==> src/verilog/l2_pkg.sv <==
package l2_pkg;

	// ========================================
	// cache geometry
	// ========================================
	localparam int WAYS = 4;
	localparam int SETS_LOG2 = 5;
	localparam int SETS = 1 << SETS_LOG2;
	localparam int TAG_W = 7;
	localparam int OFFSET_W = 4;
	localparam int LINE_NUM_W = TAG_W + SETS_LOG2;
	localparam int LINE_W = 128;

	typedef logic [1:0] way_t;
	typedef logic [1:0] age_t;  // 0 is the most recently used way

	// ========================================
	// address decoding
	// ========================================
	typedef struct packed {
		logic [TAG_W-1:0] tag;
		logic [SETS_LOG2-1:0] index;
		logic [OFFSET_W-1:0] offset;
	} addr_fields_t;

	// the line number is tag and index together, as memory sees it
	typedef struct packed {
		logic [LINE_NUM_W-1:0] line;
		logic [OFFSET_W-1:0] offset;
	} addr_line_t;

	typedef union packed {
		addr_fields_t f;
		addr_line_t l;
	} l2_addr_u;

	typedef enum logic [1:0] {
		st_idle,
		st_check,
		st_writeback,
		st_fill
	} l2_state_e;

endpackage

==> src/verilog/l2_update_if.sv <==
`timescale 1ns/1ps

interface l2_update_if;

	// per-way write enables, one hot
	logic [l2_pkg::WAYS-1:0] tag_we;
	logic [l2_pkg::WAYS-1:0] valid_we;
	logic [l2_pkg::WAYS-1:0] dirty_we;
	logic [l2_pkg::WAYS-1:0] data_we;
	logic dirty_val;
	logic fill_sel;  // set when the line comes from physical memory
	logic lru_touch;
	l2_pkg::way_t touch_way;

	modport ctrl (
		output tag_we, valid_we, dirty_we, data_we,
		output dirty_val, fill_sel, lru_touch, touch_way
	);

	modport tag (
		input tag_we, valid_we, dirty_we, dirty_val
	);

	modport lru (
		input lru_touch, touch_way
	);

	modport data (
		input data_we, fill_sel
	);

endinterface
==> src/verilog/l2_array.sv <==
`timescale 1ns/1ps

module l2_array #(
	parameter int WIDTH = 1
) (
	input  logic clk,
	input  logic arst_n,
	input  logic we,
	input  logic [l2_pkg::SETS_LOG2-1:0] index,
	input  logic [WIDTH-1:0] wdata,
	output logic [WIDTH-1:0] rdata
);

	logic [WIDTH-1:0] mem [l2_pkg::SETS];

	always_ff @(posedge clk or negedge arst_n) begin
		if (!arst_n) begin
			for (int i = 0; i < l2_pkg::SETS; i++) begin
				mem[i] <= '0;
			end
		end else if (we) begin
			mem[index] <= wdata;
		end
	end

	assign rdata = mem[index];  // read is visible in the same cycle

endmodule

==> src/verilog/l2_tag_stage.sv <==
`timescale 1ns/1ps

module l2_tag_stage (
	input  logic clk,
	input  logic arst_n,
	input  l2_pkg::l2_addr_u addr,
	l2_update_if.tag upd,
	output logic hit,
	output l2_pkg::way_t hit_way,
	output logic [l2_pkg::WAYS-1:0] valid_vec,
	output logic [l2_pkg::WAYS-1:0] dirty_vec,
	output logic [l2_pkg::WAYS-1:0][l2_pkg::TAG_W-1:0] victim_tags
);

	logic [l2_pkg::WAYS-1:0] hit_vec;

	// ========================================
	// per-way tag, valid and dirty columns
	// ========================================
	for (genvar w = 0; w < l2_pkg::WAYS; w++) begin : g_way
		l2_array #(
			.WIDTH(l2_pkg::TAG_W)
		) tag_col (
			.clk,
			.arst_n,
			.we(upd.tag_we[w]),
			.index(addr.f.index),
			.wdata(addr.f.tag),
			.rdata(victim_tags[w])
		);

		// a valid column is only ever written with 1, reset is what clears it
		l2_array #(
			.WIDTH(1)
		) valid_col (
			.clk,
			.arst_n,
			.we(upd.valid_we[w]),
			.index(addr.f.index),
			.wdata(1'b1),
			.rdata(valid_vec[w])
		);

		l2_array #(
			.WIDTH(1)
		) dirty_col (
			.clk,
			.arst_n,
			.we(upd.dirty_we[w]),
			.index(addr.f.index),
			.wdata(upd.dirty_val),
			.rdata(dirty_vec[w])
		);

		assign hit_vec[w] = valid_vec[w] && (victim_tags[w] == addr.f.tag);
	end

	// at most one way can match, so the priority order does not matter
	always_comb begin
		hit_way = '0;
		for (int w = l2_pkg::WAYS - 1; w >= 0; w--) begin
			if (hit_vec[w]) begin
				hit_way = l2_pkg::way_t'(w);
			end
		end
	end

	assign hit = |hit_vec;

endmodule

==> src/flat_wrapper.sv <==
// flat-port wrapper written by rule: the top's interface ports become plain ports
module l2_tag_stage_flat 
  (clk, arst_n, addr, hit, hit_way, valid_vec, dirty_vec, victim_tags, upd_tag_we, upd_valid_we, upd_dirty_we, upd_dirty_val);
  l2_update_if upd_i ();
  input  logic clk;
  input  logic arst_n;
  input  l2_pkg::l2_addr_u addr;
  output logic hit;
  output l2_pkg::way_t hit_way;
  output logic [l2_pkg::WAYS-1:0] valid_vec;
  output logic [l2_pkg::WAYS-1:0] dirty_vec;
  output logic [l2_pkg::WAYS-1:0][l2_pkg::TAG_W-1:0] victim_tags;
  input wire logic [$bits(upd_i.tag_we)-1:0] upd_tag_we;
  input wire logic [$bits(upd_i.valid_we)-1:0] upd_valid_we;
  input wire logic [$bits(upd_i.dirty_we)-1:0] upd_dirty_we;
  input wire logic [$bits(upd_i.dirty_val)-1:0] upd_dirty_val;
  assign upd_i.tag_we = upd_tag_we;
  assign upd_i.valid_we = upd_valid_we;
  assign upd_i.dirty_we = upd_dirty_we;
  assign upd_i.dirty_val = upd_dirty_val;
  l2_tag_stage u_core (.clk(clk), .arst_n(arst_n), .addr(addr), .upd(upd_i), .hit(hit), .hit_way(hit_way), .valid_vec(valid_vec), .dirty_vec(dirty_vec), .victim_tags(victim_tags));
endmodule
==> config.mk <==
export PLATFORM = sky130hd
export DESIGN_NAME = l2_tag_stage_flat
export DESIGN_NICKNAME = d
export VERILOG_FILES = /design/src/verilog/l2_pkg.sv /design/src/verilog/l2_update_if.sv /design/src/verilog/l2_array.sv /design/src/verilog/l2_tag_stage.sv /design/src/flat_wrapper.sv
export SDC_FILE = /design/constraint.sdc
export NUM_CORES = 2
export LEC_CHECK = 0
export BUFFER_PORTS_ARGS = -buffer_cell sky130_fd_sc_hd__buf_2
export CAP_MARGIN = 20
export CELL_PAD_IN_SITES_DETAIL_PLACEMENT = 1
export CELL_PAD_IN_SITES_GLOBAL_PLACEMENT = 2
export CORE_ASPECT_RATIO = 2
export CORE_MARGIN = 5
export CORE_UTILIZATION = 47
export DETAILED_ROUTE_END_ITERATION = 10
export GPL_TIMING_DRIVEN = 0
export PLACE_DENSITY_LB_ADDON = 0.1
export SETUP_SLACK_MARGIN = 0.2
export SLEW_MARGIN = 5
export SYNTH_ARGS = -nofsm -noshare
export SYNTH_HDL_FRONTEND = slang
export SYNTH_SLANG_ARGS = --single-unit
==> constraint.sdc <==
create_clock -name clk -period 5.6 [get_ports clk]
set_clock_uncertainty 0.1 [all_clocks]
set_input_delay 1.12 -clock clk [delete_from_list [all_inputs] [get_ports clk]]
set_output_delay 1.12 -clock clk [all_outputs]
set_load 0.02 [all_outputs]
# Word-level counts from Yosys, hierarchy flattened

Cells that the tools add are included.

Output and inout bits: 39
Register bits after elaboration: 1152

Equality and inequality tests: 4
Order comparisons: 2
Reductions and logical operators: 6
Bitwise logic cells: 5
Multiplexer cells: 52

Operators with widths:

| operator             | count |
|---|---|
| $bwmux W224          | 4 |
| $bmux W7 S5          | 4 |
| $bwmux W32           | 4 |
| $or A32 B32 Y32      | 4 |
| $mux W7              | 9 |
| $bmux W1 S5          | 8 |
| $demux W7 S5         | 1 |
| $eq A7 B7 Y1         | 4 |
| $mux W1              | 17 |
| $mux W2              | 4 |
| $ge A6 B6 Y1 const B | 1 |
| $lt A6 B1 Y1 const B | 1 |
| $not A5 Y6           | 1 |
| $demux W1 S5         | 1 |
| $logic_and A1 B1 Y1  | 5 |
| $reduce_or A4 Y1     | 1 |

# Longest topological paths before layout

Depth in word-level cells: 10
Gate-level depth with buffers: 13

# Hierarchy

From an unflattened synthesis, not the netlist that was laid out.

Cell total of the unflattened synthesis: 4464
Area total of the unflattened synthesis: 57735.4 um^2

By module, submodules not included:

| module                                   | instances | area each (um^2) | sequential area each (um^2) | cells an instance |
|---|---|---|---|---|
| l2_array (u_core.g_way[0].tag_col ...)   | 4         | 10522.6          | 5605.4                      | 760 |
| l2_array (u_core.g_way[0].dirty_col ...) | 8         | 1910.6           | 800.8                       | 172 |
| l2_tag_stage                             | 1         | 360.3            | 0.0                         | 48 |

# Worst setup path after synthesis

Ideal clock, no wire load.

Path kind: input-to-output
Start point: in addr[4] (netlist bit)
End point: out hit_way[0]
Arrival time: 3.821 ns
Stages on the path: 10
Setup slack: 0.559 ns
Data required time: 4.380 ns
Buffers on the path: 4
Cells stage by stage: buf_2 > buf_4 > buf_2 > buf_2 > mux4_2 > a22oi_1 > nand4_1 > xnor2_1 > nand4_1 > a21boi_1

RTL lines:

| item            | line              | RTL |
|---|---|---|
| start, declared | flat_wrapper.sv:7 | `input l2_pkg::l2_addr_u addr;` |
| end, declared   | flat_wrapper.sv:9 | `output l2_pkg::way_t hit_way;` |

# Worst setup path in the final report

Start point: in addr[7] (netlist bit)
End point: out hit_way[0]

Longest elaborated chain between the ends: 10
Elaborated cells on any way between the ends: 37

Ends and longest elaborated chain:

| item                                        | line               | RTL |
|---|---|---|
| $not A5 Y6 (not written as such) (*)        | l2_array.sv:26     | `assign rdata = mem[index];` |
| $bmux W7 S5                                 | l2_array.sv:26     |  |
| $mux W7 (not written as such) (2 in series) | l2_array.sv:26     |  |
| $eq A7 B7 Y1                                | l2_tag_stage.sv:55 | `assign hit_vec[w] = valid_vec[w] && (victim_tags[w] == addr.f.tag);` |
| $logic_and A1 B1 Y1                         | l2_tag_stage.sv:55 |  |
| $mux W2 (3 in series)                       | l2_tag_stage.sv:62 | `if (hit_vec[w]) begin` |
| $mux W2 (*)                                 | l2_tag_stage.sv:62 |  |

Every way passes the cells marked *; elsewhere a longest branch is shown, timed or not. The select of a mux whose other input is x is not followed.

==> reports/qor.yml <==
synthToLayoutAreaGrowth_pct: 15.3
cp_cell_sequence: "buf_2, buf_2, buf_4, buf_2, nor3_4, clkbuf_4, a22oi_1, nand4_1, xor2_1, nor4_4, nand4_1, buf_4, a21boi_1, buf_2"
start_kind: "primary input"
p_per_area_nw_per_um2: 379
path_delay_family: "buffers and inverters"
grt_pass1_wl_um: 285000
synth_nets: 3694
die_y_um: 482
drt_iter0_markers: 2376
final-seq-area_um2: 28800
hpwl_um: 146000
rsz0062_at_grt: "no"
cp.depth: 14
critical_path.slowest_cell: "a22oi_1"
post_drt_wl_per_cell_um: 36.5
setup_viol: 0
grt_pass1_vias: 38600
worst_pin_slew_ns: 1.29
cts.sinks: 1152
multi_input_area_um2: 22700
max_freq_mhz: 185
drcViolationCount: 0
crit_buf_inv: 7
worstPathArrival_ns: 4.18
synthArstFlopShare_pct: 100
n_fill_cell: 10700
overflow: 0
start_util_pct: 47.2
whs_ns: 0.193
core_um2: 111000
antenna_found_initial: 4
cts-root-buf: "clkbuf_16"
max_stage_delay_ns: 0.39
synth_edf_count: 0
routed_wl_um: 200000
synth_top_flop_cell: "dfrtp_1"
crit_top_cell: "buf_2"
cap_violations: 0
drv_slew: 0
finalCritPeriodShare_pct: 96.4
path_max_fanout: 10
final_cell_mix: "dfrtp_1, mux2_2, nand2_1"
rr_worst_depth: 1
synth_cell_types: 39
ys_warn_count: 0
grt_max_degree: 157
die_area_um2: 119000
clk_path_buf_depth: 3
dr.pass1.iters: 5
relSlewSlack_pct: 14.1
synth_top_area_share_pct: 55.0
insertion_delay_ns: 0.71
cp-end-kind: "primary output"
syn_area_per_cell_um2: 14.3
pin_count: 70
die_w_um: 246
h-tree-depth: 3
postRouteAntennaNets: 0
synthCells: 3663
yosysTopAreaCell: "dfrtp_1"
vias: 34400
hold_viol_final: 0
fin_nets: 3935
power.leakage_nw: 27.5
via_per_inst: 6.28
path_class: "primary input to primary output"
ir_drop_v: 0.000269
seq_area_frac_synth_pct: 55.0
rows: 173
hold_path.class: "primary input to asynchronous set/reset pin"
clkTransAtPathRegs_ns: 0.07
design_power_total_mw: 22.9
syn_area_um2: 52400
place.gp.congestion: 0.928
hold_buffers: 0
layout_commonest_cell: "dfrtp_1"
synth_area_leaders: "dfrtp_1, mux2_2, mux4_2, mux2i_1, nand2_1"
status: "completed"
io_buffers: 52
synth_seq_cells: 1152
cts_inserted_buffers: 105
tritoncts: "yes"
track_usage_pct: 33.7
drive_gt1_share_pct: 43.1
fin_crit_ns: 5.40
cp.required_ns: 4.38
==> through the flow <==
stage	utilization, %	setup TNS (ns)	std cells	worst slack, ns	cell area, um^2
2_1_floorplan	-	0	3663	0.559	52400
3_3_place_gp	49.1	-	5202	-20.23	54500
3_5_place_dp	49.7	-22.29	5236	-2.01	55100
4_1_cts	53.8	0	5452	0.123	59800
5_1_grt	54.4	0	5478	0.202	60400
6_report	54.4	0	5480	0.199	60400
==> routing by layer <==
metal  track usage [%]  vias to the layer above  share of wire, %
li1                  -                    14000                 -
met5                 0                        -            0.0035
met1              37.6                    18700                35
met2              59.5                     1207                52
met3              5.23                      558               4.6
met4              22.3                        2               8.3
==> final cells by class <==
type                       count  area share (%)
sequential                  1152            47.7
clock buffer                 152            5.19
tap                         1487            3.08
multi-input combinational   2197            37.5
buffer                       314            3.47
timing repair buffer         134            2.12
antenna                        3          0.0124
clock inverter                41           0.849
==> state kept, by name, summed over array words and instances, names as in the netlist <==
| register | flops |
|---|---|
| u_core.g_way.tag_col.mem | 896 |
| u_core.g_way.valid_col.mem | 128 |
| u_core.g_way.dirty_col.mem | 128 |
==> where the power goes <==
part	switching [mW]	internal (mW)
clock network	3.36	4.39
logic	2.06	2.19
registers	0.944	9.97
total	6.37	16.6
==> path summary, 6_finish.rpt <==
path / startpoint / to / slack (ns)
min reg2reg: u_core.g_way[3].valid_col.mem[22]$_DFFE_PN0P_ / u_core.g_way[3].valid_col.mem[22]$_DFFE_PN0P_ / 0.35
min: arst_n / u_core.g_way[1].tag_col.mem[187]$_DFFE_PN0P_ / 0.19
max: addr[7] / hit_way[0] / 0.20
min in group clk: u_core.g_way[3].valid_col.mem[22]$_DFFE_PN0P_ / u_core.g_way[3].valid_col.mem[22]$_DFFE_PN0P_ / 0.35
max reg2reg: u_core.g_way[0].tag_col.mem[89]$_DFFE_PN0P_ / u_core.g_way[0].tag_col.mem[89]$_DFFE_PN0P_ / 4.62
max in group asynchronous: arst_n / u_core.g_way[2].tag_col.mem[123]$_DFFE_PN0P_ / 1.99
==> what timing repair did <==
action                                  CTS  global route
setup buffers                            23            23
endpoints found under the setup margin   29             6
endpoints found under the hold margin     0             0
pin swaps                                20            17
resized for setup                       233           105
==> cell usage after synthesis (24+ instances only) <==
master,number
buf_4,24
a21o_1,130
clkbuf_1,218
dfrtp_1,1152
mux2i_1,224
nor2_1,36
mux4_2,176
nand4_1,25
a22oi_1,88
buf_2,51
nand2_1,275
mux2_2,1024
nor4_1,31
o22ai_1,112
==> kinds of logic (layout without fill, tap and decap cells) <==
group / after synthesis / count (layout) / share of synthesized area (%)
AOI/OAI and AO/OA: 338 / 338 / 4.55
xor gates and xnor gates: 21 / 21 / 0.351
buffers and inverters: 314 / 641 / 2.61
DFF: 1152 / 1152 / 55.0
muxes: 1424 / 1424 / 33.9
other: 0 / 3 / 0
and+or+nand+nor: 414 / 414 / 3.61
Power figures use the tool's default switching activity.
