### src/verilog/l2_pkg.sv
package l2_pkg;

	// ========================================
	// cache geometry
	// ========================================
	localparam int WAYS = 4;
	localparam int SETS_LOG2 = 5;
	localparam int SETS = 1 << SETS_LOG2;
	localparam int TAG_W = 7;
	localparam int OFFSET_W = 4;
	localparam int LINE_NUM_W = TAG_W + SETS_LOG2;
	localparam int LINE_W = 128;

	typedef logic [1:0] way_t;
	typedef logic [1:0] age_t;  // 0 is the most recently used way

	// ========================================
	// address decoding
	// ========================================
	typedef struct packed {
		logic [TAG_W-1:0] tag;
		logic [SETS_LOG2-1:0] index;
		logic [OFFSET_W-1:0] offset;
	} addr_fields_t;

	// the line number is tag and index together, as memory sees it
	typedef struct packed {
		logic [LINE_NUM_W-1:0] line;
		logic [OFFSET_W-1:0] offset;
	} addr_line_t;

	typedef union packed {
		addr_fields_t f;
		addr_line_t l;
	} l2_addr_u;

	typedef enum logic [1:0] {
		st_idle,
		st_check,
		st_writeback,
		st_fill
	} l2_state_e;

endpackage

### src/verilog/l2_update_if.sv
`timescale 1ns/1ps

interface l2_update_if;

	// per-way write enables, one hot
	logic [l2_pkg::WAYS-1:0] tag_we;
	logic [l2_pkg::WAYS-1:0] valid_we;
	logic [l2_pkg::WAYS-1:0] dirty_we;
	logic [l2_pkg::WAYS-1:0] data_we;
	logic dirty_val;
	logic fill_sel;  // set when the line comes from physical memory
	logic lru_touch;
	l2_pkg::way_t touch_way;

	modport ctrl (
		output tag_we, valid_we, dirty_we, data_we,
		output dirty_val, fill_sel, lru_touch, touch_way
	);

	modport tag (
		input tag_we, valid_we, dirty_we, dirty_val
	);

	modport lru (
		input lru_touch, touch_way
	);

	modport data (
		input data_we, fill_sel
	);

endinterface
### src/verilog/l2_control.sv
`timescale 1ns/1ps

module l2_control (
	input  logic clk,
	input  logic arst_n,
	input  logic mem_read,
	input  logic mem_write,
	input  l2_pkg::l2_addr_u addr,
	input  logic hit,
	input  l2_pkg::way_t hit_way,
	input  l2_pkg::way_t victim_way,
	input  logic [l2_pkg::WAYS-1:0] valid_vec,
	input  logic [l2_pkg::WAYS-1:0] dirty_vec,
	input  logic [l2_pkg::WAYS-1:0][l2_pkg::TAG_W-1:0] victim_tags,
	l2_update_if.ctrl upd,
	output logic mem_resp,
	output logic pmem_read,
	output logic pmem_write,
	input  logic pmem_resp,
	output logic [15:0] pmem_address,
	output l2_pkg::l2_state_e state
);

	l2_pkg::l2_state_e next_state;
	l2_pkg::l2_addr_u line_addr;
	logic [l2_pkg::WAYS-1:0] hit_onehot;
	logic [l2_pkg::WAYS-1:0] victim_onehot;

	always_comb begin
		hit_onehot = '0;
		hit_onehot[hit_way] = 1'b1;
		victim_onehot = '0;
		victim_onehot[victim_way] = 1'b1;
	end

	// ========================================
	// physical address
	// ========================================
	// a writeback goes to the victim's own line, a fill to the requested one
	always_comb begin
		line_addr = addr;
		if (state == l2_pkg::st_writeback) begin
			line_addr.l.line = {victim_tags[victim_way], addr.f.index};
		end
		line_addr.l.offset = '0;
	end

	assign pmem_address = line_addr;

	// ========================================
	// state machine
	// ========================================
	always_ff @(posedge clk or negedge arst_n) begin
		if (!arst_n) begin
			state <= l2_pkg::st_idle;
		end else begin
			state <= next_state;
		end
	end

	always_comb begin
		next_state = state;
		mem_resp = 1'b0;
		pmem_read = 1'b0;
		pmem_write = 1'b0;
		upd.tag_we = '0;
		upd.valid_we = '0;
		upd.dirty_we = '0;
		upd.dirty_val = 1'b0;
		upd.data_we = '0;
		upd.fill_sel = 1'b0;
		upd.lru_touch = 1'b0;
		upd.touch_way = hit_way;
		case (state)
			l2_pkg::st_idle: begin
				if (mem_read || mem_write) begin
					next_state = l2_pkg::st_check;
				end
			end
			l2_pkg::st_check: begin
				if (hit) begin
					mem_resp = 1'b1;
					upd.lru_touch = 1'b1;
					if (mem_write) begin  // store hit marks the line dirty
						upd.data_we = hit_onehot;
						upd.dirty_we = hit_onehot;
						upd.dirty_val = 1'b1;
					end
					next_state = l2_pkg::st_idle;
				end else if (valid_vec[victim_way] && dirty_vec[victim_way]) begin
					next_state = l2_pkg::st_writeback;
				end else begin
					next_state = l2_pkg::st_fill;
				end
			end
			l2_pkg::st_writeback: begin
				pmem_write = 1'b1;
				if (pmem_resp) begin
					next_state = l2_pkg::st_fill;
				end
			end
			l2_pkg::st_fill: begin
				pmem_read = 1'b1;
				if (pmem_resp) begin
					upd.tag_we = victim_onehot;
					upd.valid_we = victim_onehot;
					upd.dirty_we = victim_onehot;
					upd.data_we = victim_onehot;
					upd.fill_sel = 1'b1;
					next_state = l2_pkg::st_check;  // the retry then hits
				end
			end
			default: next_state = l2_pkg::st_idle;
		endcase
	end

endmodule

### src/flat_wrapper.sv
// flat-port wrapper written by rule: the top's interface ports become plain ports
module l2_control_flat 
  (clk, arst_n, mem_read, mem_write, addr, hit, hit_way, victim_way, valid_vec, dirty_vec, victim_tags, mem_resp, pmem_read, pmem_write, pmem_resp, pmem_address, state, upd_tag_we, upd_valid_we, upd_dirty_we, upd_data_we, upd_dirty_val, upd_fill_sel, upd_lru_touch, upd_touch_way);
  l2_update_if upd_i ();
  input  logic clk;
  input  logic arst_n;
  input  logic mem_read;
  input  logic mem_write;
  input  l2_pkg::l2_addr_u addr;
  input  logic hit;
  input  l2_pkg::way_t hit_way;
  input  l2_pkg::way_t victim_way;
  input  logic [l2_pkg::WAYS-1:0] valid_vec;
  input  logic [l2_pkg::WAYS-1:0] dirty_vec;
  input  logic [l2_pkg::WAYS-1:0][l2_pkg::TAG_W-1:0] victim_tags;
  output logic mem_resp;
  output logic pmem_read;
  output logic pmem_write;
  input  logic pmem_resp;
  output logic [15:0] pmem_address;
  output l2_pkg::l2_state_e state;
  output wire logic [$bits(upd_i.tag_we)-1:0] upd_tag_we;
  output wire logic [$bits(upd_i.valid_we)-1:0] upd_valid_we;
  output wire logic [$bits(upd_i.dirty_we)-1:0] upd_dirty_we;
  output wire logic [$bits(upd_i.data_we)-1:0] upd_data_we;
  output wire logic [$bits(upd_i.dirty_val)-1:0] upd_dirty_val;
  output wire logic [$bits(upd_i.fill_sel)-1:0] upd_fill_sel;
  output wire logic [$bits(upd_i.lru_touch)-1:0] upd_lru_touch;
  output wire logic [$bits(upd_i.touch_way)-1:0] upd_touch_way;
  assign upd_tag_we = upd_i.tag_we;
  assign upd_valid_we = upd_i.valid_we;
  assign upd_dirty_we = upd_i.dirty_we;
  assign upd_data_we = upd_i.data_we;
  assign upd_dirty_val = upd_i.dirty_val;
  assign upd_fill_sel = upd_i.fill_sel;
  assign upd_lru_touch = upd_i.lru_touch;
  assign upd_touch_way = upd_i.touch_way;
  l2_control u_core (.clk(clk), .arst_n(arst_n), .mem_read(mem_read), .mem_write(mem_write), .addr(addr), .hit(hit), .hit_way(hit_way), .victim_way(victim_way), .valid_vec(valid_vec), .dirty_vec(dirty_vec), .victim_tags(victim_tags), .upd(upd_i), .mem_resp(mem_resp), .pmem_read(pmem_read), .pmem_write(pmem_write), .pmem_resp(pmem_resp), .pmem_address(pmem_address), .state(state));
endmodule
### config.mk
export PLATFORM = sky130hd
export DESIGN_NAME = l2_control_flat
export DESIGN_NICKNAME = d
export VERILOG_FILES = /design/src/verilog/l2_pkg.sv /design/src/verilog/l2_update_if.sv /design/src/verilog/l2_control.sv /design/src/flat_wrapper.sv
export SDC_FILE = /design/constraint.sdc
export NUM_CORES = 1
export LEC_CHECK = 0
export BUFFER_PORTS_ARGS = -buffer_cell sky130_fd_sc_hd__buf_2
export CORE_MARGIN = 1
export CORE_UTILIZATION = 33
export DETAILED_ROUTE_END_ITERATION = 8
export GPL_TIMING_DRIVEN = 0
export MAX_ROUTING_LAYER = met4
export PLACE_DENSITY = 0.92
export SYNTH_ARGS = -nofsm -noshare
export SYNTH_HDL_FRONTEND = slang
export SYNTH_SLANG_ARGS = --single-unit
### constraint.sdc
create_clock -name clk -period 4.19 [get_ports clk]
set_input_delay 0.838 -clock clk [delete_from_list [all_inputs] [get_ports clk]]
set_output_delay 0.838 -clock clk [all_outputs]
set_load 0.005 [all_outputs]
======== After elaboration in Yosys (flattened, before gate mapping) ========
Cells that the tools add are included.
storage, ports and cells
  register bits after elaboration ......... 2
  output and inout port bits .............. 42
  input bits .............................. 62
operators by class
  $lt $le $gt $ge ......................... 4
  multiplexer cells ....................... 31
  equal/unequal tests ..................... 6
  reductions and logical operators ........ 6
operators by type and width
  cell                                                               count
  two-way mux 4 bit                                                  4
  binary-select mux 7 bit (select 2 bit)                             1
  two-way mux 1 bit                                                  14
  two-way mux 12 bit                                                 1
  two-way mux 2 bit                                                  4
  case mux 2 bit (4 select lines)                                    1
  case mux 4 bit (2 select lines)                                    1
  two-way mux 7 bit                                                  1
  less-than comparator 2 x 3 -> 1 bit, second input constant         2
  binary-select mux 1 bit (select 2 bit)                             2
  demux 1 bit (select 2 bit)                                         2
  equality test 2 bit, second input constant                         2
  greater-or-equal comparator 2 x 1 -> 1 bit, second input constant  2
  != test 2 bit, second input constant                               2
  logical AND 1 bit                                                  3
  AND reduction 3 bit                                                1
  equality test 2 x 1 -> 1 bit, second input constant                1
  logical NOT 2 bit                                                  1
  != test 2 x 1 -> 1 bit, second input constant                      1
  logical OR 1 bit                                                   1

======== Longest topological paths before layout ========
Gate-level depths: netlist (run 1).
  depth after elaboration ................. 7
  gate-level depth with buffers ........... 7

======== Least setup slack after synthesis (run 1) ========
OpenSTA, ideal clock, no wires.
  kind .................................... input to output
  start ................................... in victim_way[0]
  end ..................................... out pmem_address[13]
  slack ................................... 1,549 ps
  path buffers ............................ 2
  data arrival time ....................... 1,803 ps
  cell stages on the path ................. 4
  cell sequence ........................... buf_6 -> buf_8 -> mux4_2 -> mux2_4
on the way
  longest elaborated chain between the ends .. 3
ends and longest elaborated chain
  element                                  RTL line            source
  start, declared                          flat_wrapper.sv:12  input l2_pkg::way_t victim_way;
  binary-select mux 7 bit (select 2 bit)   l2_control.sv:43    line_addr.l.line = {victim_tags[victim_way], addr.f.index};
  two-way mux 7 bit (not written as such)  l2_control.sv:43
  two-way mux 12 bit                       l2_control.sv:42    if (state == l2_pkg::st_writeback) begin
  end, declared                            flat_wrapper.sv:20  output logic [15:0] pmem_address;
Every way passes these cells. The select of a mux whose other input is x is not followed.

======== Final worst setup path (run 1) ========
  start ................................... in victim_way[0]
  end ..................................... out pmem_address[14]
Same word-level chain as after synthesis.

==> metrics, run 1 <==
status completed; reg2reg setup slack between 2000 and 3000 ps; initial core utilization 0.3640; reg-to-reg critical path endpoint u_core.state[0]; clock slew at the register clock pins of the worst setup and hold paths ~30 ps; initial antenna violation count 0; routed wl met2 1262 um; Syn Inst Count 78; Seq/Total Area, Yosys 0.06734; fin crit share 0.6701; CP Class input pin to primary output; DRC viols 0; Reg area 50.05 um2; final WL 2264 um; CP Launch Type input pin; quantity of hold-fixing buffers added after cts 0; Root Driver clkbuf_4; setup_tns 0 ps; Crit Path Max Fanout 10; CTS Buf Count 3; Highest Signal Layer met4; Arr. time, crit path ~2000 ps; Pre-Repair DR Iteration Count 2; pins over their slew limit 0; Routed Antenna Nets 0; fmax 356.2 MHz; min cycle time layout 2808 ps; most frequent cells in the layout 91 x buf_2, 20 x buf_4; worst-skew pair later-pin latency 230 ps; Die Y-Extent 49.46 um; clk_skew 5.453 ps; max reg flops 2; HPWL after DPL 2013 um; CP Capture Type primary output; reg2reg start u_core.state[0]; GRT overflow 0; Total Routing Usage GR 0.1973; required time of the critical path between 3000 and 4000 ps; clock sinks 2; Ys Warns 0; layout cells sized above 1 0.7399; wire per inst roughly 11 um; average size of a mapped cell between 9 and 10 um2; multi-input logic area about 500 um2; # IOs approximately 100; Setup-failing EPs final 0; chip width 49.46 um; max-cap viol count 0; Iter 0 DRT Violations 1; CTS max path bufs 2; Layout area overhead 69.02%; vias per inst approximately 4.7; Leak 0.7718 nW; Pwr per Cell Area 231.1 nW/um2; register bit total from synthesis 2; IO Port Bufs 89; first-pass GRT wire length roughly 3600 um; Peak VDD IR 179.4 uV; CTS tree yes; RSZ-0062 raised after global routing false; die area between 2000 and 2500 um2; fin util 0.6152; core area between 2000 and 2500 um2; total vias in the final route 931; fill count 186; GPL Wtd Cong between 0.7 and 0.8; Post-Syn Area between 700 and 800 um2; row cnt 16; # resized after CTS 0; pin count of the biggest net entering global routing 11; min-delay worst type input pin to async pin; # Post-CTS Setup Buffers 0; WL met1 approximately 720 um; final-report hold violation count 0; H-tree depth 1; vias in the first global route 889; antenna cells 0; largest registers u_core.state (2); routed wl met3 250 um; r2r worst-path depth 7; nets@finish roughly 240; Netlist cell types 32; most common cell after layout, fill and taps aside buf_2; largest register by flop count u_core.state
## stage by stage
| step | cell area (um2) | cells | power [mW] | hold WS (ps) | worst slack (ps) |
|---|---|---|---|---|---|
| floorplan | 754.5 | 81 | 0.1649 | 542.4 | 1549 |
| global placement | 1234 | 197 | 0.2426 | 597.1 | 1398 |
| detailed placement | 1234 | 197 | 0.2489 | 604.2 | 1377 |
| CTS | 1256 | 200 | 0.2933 | 387.3 | 1377 |
| global route | 1256 | 200 | 0.3190 | 385.8 | 1346 |
| finish | 1256 | 200 | 0.2903 | 384.5 | 1382 |
## metal layers
layer	vias to the layer above	global-route usage
met5	-	-
met4	0	0.08571
met3	4	0.04012
met2	69	0.4018
met1	404	0.1686
li1	454	-
## worst max-delay path, cell delays in order
cell and delay, ps:
buf_6 110, buf_8 130, mux4_2 500, mux2_4 260
buf_2 120
## cell type report
type / count / share of cell area
plain buffers: 24 / 0.1484
clock buffers: 3 / 0.01793
inverters: 5 / 0.01494
multi-input cells: 50 / 0.3974
flip-flops and latches: 2 / 0.03984
well taps: 27 / 0.02689
repair buffers: 89 / 0.3546
## cell usage after synthesis, drive strengths merged
cell	instances	share of area
o311ai	1	0.012
ha	4	0.067
mux2	7	0.12
buf	24	0.25
o211ai	1	0.010
nand2	5	0.025
nand3	1	0.0067
inv	5	0.025
mux4	7	0.24
a21oi	1	0.0067
nor2	3	0.015
dfrtp	2	0.067
and3	1	0.0084
nand4b	1	0.012
nor2b	1	0.0084
o32a	1	0.013
a31o	2	0.024
and2	2	0.017
o21ai	2	0.013
nand3b	1	0.010
nor3b	1	0.010
conb	1	0.0050
o22a	1	0.012
nor3	1	0.0067
o32ai	1	0.012
or2	1	0.0084
## cells by family after synthesis
logic type               share of synthesized area
AO/OA/AOI/OAI                               0.1027
adder cells (fa/ha/maj)                    0.06734
buffers and inverters                       0.2761
flip-flops                                 0.06734
multiplexers                                0.3535
other                                     0.005046
AND/OR/NAND/NOR                             0.1280
## worst max path at each step
stage | startpoint | endpoint | slack (ps)
after floorplan | victim_way[0] | pmem_address[13] | 1550
after global placement | victim_way[0] | pmem_address[13] | 1400
after detailed placement | victim_way[0] | pmem_address[14] | 1380
after CTS | victim_way[0] | pmem_address[14] | 1380
after global routing | victim_way[0] | pmem_address[14] | 1350
final | victim_way[0] | pmem_address[14] | 1380
## power by group
part	total, mW	switching [mW]	internal, mW	leakage, nW
clock network	0.0440	0.0123	0.0317	0.0138
registers	0.0372	0.00941	0.0278	0.0244
logic	0.209	0.0869	0.122	0.734
Power figures use the tool's default switching activity.
==> run 2: changes to the inputs <==
--- a/config.mk
+++ b/config.mk
@@ -5,13 +5,14 @@
 export SDC_FILE = /design/constraint.sdc
 export NUM_CORES = 1
 export LEC_CHECK = 0
+export ABC_AREA = 1
 export BUFFER_PORTS_ARGS = -buffer_cell sky130_fd_sc_hd__buf_2
 export CORE_MARGIN = 1
-export CORE_UTILIZATION = 33
+export CORE_UTILIZATION = 31
 export DETAILED_ROUTE_END_ITERATION = 8
 export GPL_TIMING_DRIVEN = 0
 export MAX_ROUTING_LAYER = met4
-export PLACE_DENSITY = 0.92
+export PLACE_DENSITY = 0.86
 export SYNTH_ARGS = -nofsm -noshare
 export SYNTH_HDL_FRONTEND = slang
 export SYNTH_SLANG_ARGS = --single-unit
==> constraint.sdc (replaced) <==
create_clock -name clk -period 2.7 [get_ports clk]
set_input_delay 0.54 -clock clk [delete_from_list [all_inputs] [get_ports clk]]
set_output_delay 0.54 -clock clk [all_outputs]
set_load 0.005 [all_outputs]
==> run 2 against run 1 <==
Final cell count is 31% higher. Utilization fell by 4.9 points. Count of clock-buffer cells in the layout stayed put. Global-route usage down 0.48 points. Critical endpoint unchanged. Sequential power is 60% higher.
==> metrics, run 2 <==
# IOs 104 (unchanged); Layout area overhead 66.40%; clock slew at the register clock pins of the worst setup and hold paths 30 ps (about the same); Arr. time, crit path 1750 ps (-220 ps); layout cells sized above 1 0.5214 (-0.2185); vias per inst 4.424 (-5.0%); Post-synth EDFFs 0 (unchanged); largest register by flop count u_core.state; CTS Buf Count 3 (unchanged); nets@finish 302 (+25%); final WL 2491 um (+10%); # Post-CTS Setup Buffers 0 (unchanged); IO Port Bufs 89 (unchanged); vias in the first global route 976 (+9.8%); min cycle time layout between 2000 and 2500 ps; chip width 51.99 um (+5.1%); DRC viols 0 (unchanged); area share of the largest cell type after synthesis 0.2714 (+0.06939); fin crit share 0.8464; biggest area consumer among synthesized cells nand2_1; overall power 0.4635 mW (+60%); Die Y-Extent 51.99 um (+5.1%); Pwr per Cell Area 359.7 nW/um2 (+56%); pin count of the biggest net entering global routing 11 (unchanged); final-report hold violation count 0 (unchanged); pins over their slew limit 0 (unchanged); Synth area leaders nand2_1 27%, buf_4 19%, dfrtp_1 6.5%, ha_1 6.5%, inv_1 6.3%; initial core utilization 0.3403 (-0.02367); top-count cell post-synth nand2_1; die area 2702 um2 (+10%); quantity of hold-fixing buffers added after cts 0 (unchanged); CP Launch Type flop; CTS max path bufs 2 (unchanged); core area 2276 um2 (+11%); fmax about 440 MHz; Max stage delay cell, worst path dfrtp_1; Crit Path Max Fanout 10 (unchanged); r2r worst-path depth 7 (unchanged); total vias in the final route 1,159 (+24%); H-tree depth 1 (unchanged); Ys Warns 0 (unchanged); worst-skew pair later-pin latency 230 ps (about the same); Root Driver clkbuf_4; RSZ-0062 raised after global routing false; required time of the critical path 2160 ps (-1190 ps); Seq/Total Area, Yosys 0.06462 (-0.002720); first-pass GRT wire length 3946 um (+11%); Synth top cells by count 56 x nand2_1, 20 x buf_4, 13 x inv_1; critical-path cell list inv_1, ha_1, buf_2, inv_1, a21oi_1, a41oi_2, buf_2; Place WS 585.3 ps (-791.4 ps); reg-to-reg critical path endpoint u_core.state[0]; Worst Setup Slack, final 414.8 ps (-967.6 ps); Peak VDD IR 309.5 uV (+73%); async set-reset flop share out of synthesis 1.000 (unchanged); Routed Antenna Nets 0 (unchanged); Post-Syn Area 774.5 um2 (+4.2%); average size of a mapped cell 5.572 um2 (-42%); most frequent cells in the layout 90 x buf_2, 56 x nand2_1, 20 x buf_4, 13 x inv_1, 12 x nor2_1; # resized after CTS 0 (unchanged); Iter 0 DRT Violations 5 (+4); Syn Inst Count 139 (+78%); CTS tree yes; reg2reg setup slack 1210 ps (-1380 ps); wire per inst 9.508 um (-16%); status completed; largest registers u_core.state (2); Pre-Repair DR Iteration Count 4 (+2); min-delay worst type input pin to async pin; CP Class flop to primary output; clock sinks 2 (unchanged); CP Capture Type primary output; fin util 0.5662 (-0.04895); Total Routing Usage GR 0.1925 (-0.004787); Netlist cell types 23 (-28%); ys flop type dfrtp_1; register bit total from synthesis 2 (unchanged); max-cap viol count 0 (unchanged); max reg flops 2 (unchanged); row cnt 17 (+1); GPL Wtd Cong 0.7358 (-7.5%); GRT overflow 0 (unchanged); Leak 0.8588 nW (+11%); reg2reg start u_core.state[0]; most common cell after layout, fill and taps aside buf_2; Setup-failing EPs final 0 (unchanged); clk_skew 3.583 ps (-1.870 ps); initial antenna violation count 0 (unchanged); Max stage delay on crit path 410 ps (-90 ps); setup_tns 0 ps (unchanged); antenna cells 0 (unchanged); HPWL after DPL 2170 um (+7.8%)
-- run 2: cell types whose count changed after synthesis, moves of 4 or more --
cell     change
a21oi_1      +6
a41oi_1      +4
inv_1        +8
mux2_2       -5
mux4_1       -5
nand2_1     +51
nor2_1       +9
o22ai_1      +4
-- run 2: worst max-delay path by stage --
| stage | start | endpoint | slack, ps | cells after the start |
|---|---|---|---|---|
| after floorplan | victim_way[0] | upd_dirty_we[1] | 820 | 6 |
| after global placement | victim_way[0] | upd_dirty_we[1] | 610 | 7 |
| after detailed placement | victim_way[0] | upd_dirty_we[1] | 590 | 7 |
| after CTS | u_core.state[0] | pmem_address[14] | 400 | 7 |
| after global routing | u_core.state[0] | pmem_address[14] | 260 | 7 |
| final | u_core.state[0] | pmem_address[14] | 410 | 7 |
-- run 2: logic make-up after synthesis --
group / Yosys count / synth area share
and+or+nand+nor: 74 / 0.3942
other: 1 / 0.004842
adders and majority gates: 4 / 0.06462
AOI/OAI and AO/OA: 20 / 0.1761
buffers and inverters: 38 / 0.2956
DFF: 2 / 0.06462
-- run 2: per-layer routing --
layer / track usage / vias to the layer above / wire length, um
met4: 0.05405 / 0 / 0
met3: 0.005848 / 0 / 149
met2: 0.3632 / 46 / 1324
met1: 0.2180 / 508 / 1017
li1: - / 605 / -
met5: - / - / 0
-- run 2: area by class of cell --
cell class,count,area [um2]
Buffer,22,166.4
Fill cell,254,987.2
Multi-Input combinational cell,102,506.7
Timing Repair Buffer,89,445.4
Sequential cell,2,50.05
Tap cell,28,35.03
Clock buffer,3,22.52
Inverter,16,62.56
-- run 2: power by group --
group / internal, mW / switching, mW / leakage, nW
Clock: 0.0491 / 0.0183 / 0.0138
Sequential: 0.0431 / 0.0163 / 0.0243
Combinational: 0.167 / 0.170 / 0.821
-- run 2: metrics by stage --
stage | instance area [um2] | cells | hold slack [ps]
2_1_floorplan | 785.8 | 142 | 244.4
3_3_place_gp | 1266 | 259 | 325.7
3_5_place_dp | 1266 | 259 | 327.8
4_1_cts | 1289 | 262 | 87.07
5_1_grt | 1289 | 262 | 90.04
6_report | 1289 | 262 | 90.57
-- run 2: worst max-delay path, delay by kind of cell, from the launching register on --
| kind | cells | cell delay (ps) |
|---|---|---|
| buffers and inverters | 4 | 640 |
| flip-flops | 1 | 410 |
| AO/OA/AOI/OAI | 2 | 300 |
| adder cells (fa/ha/maj) | 1 | 160 |
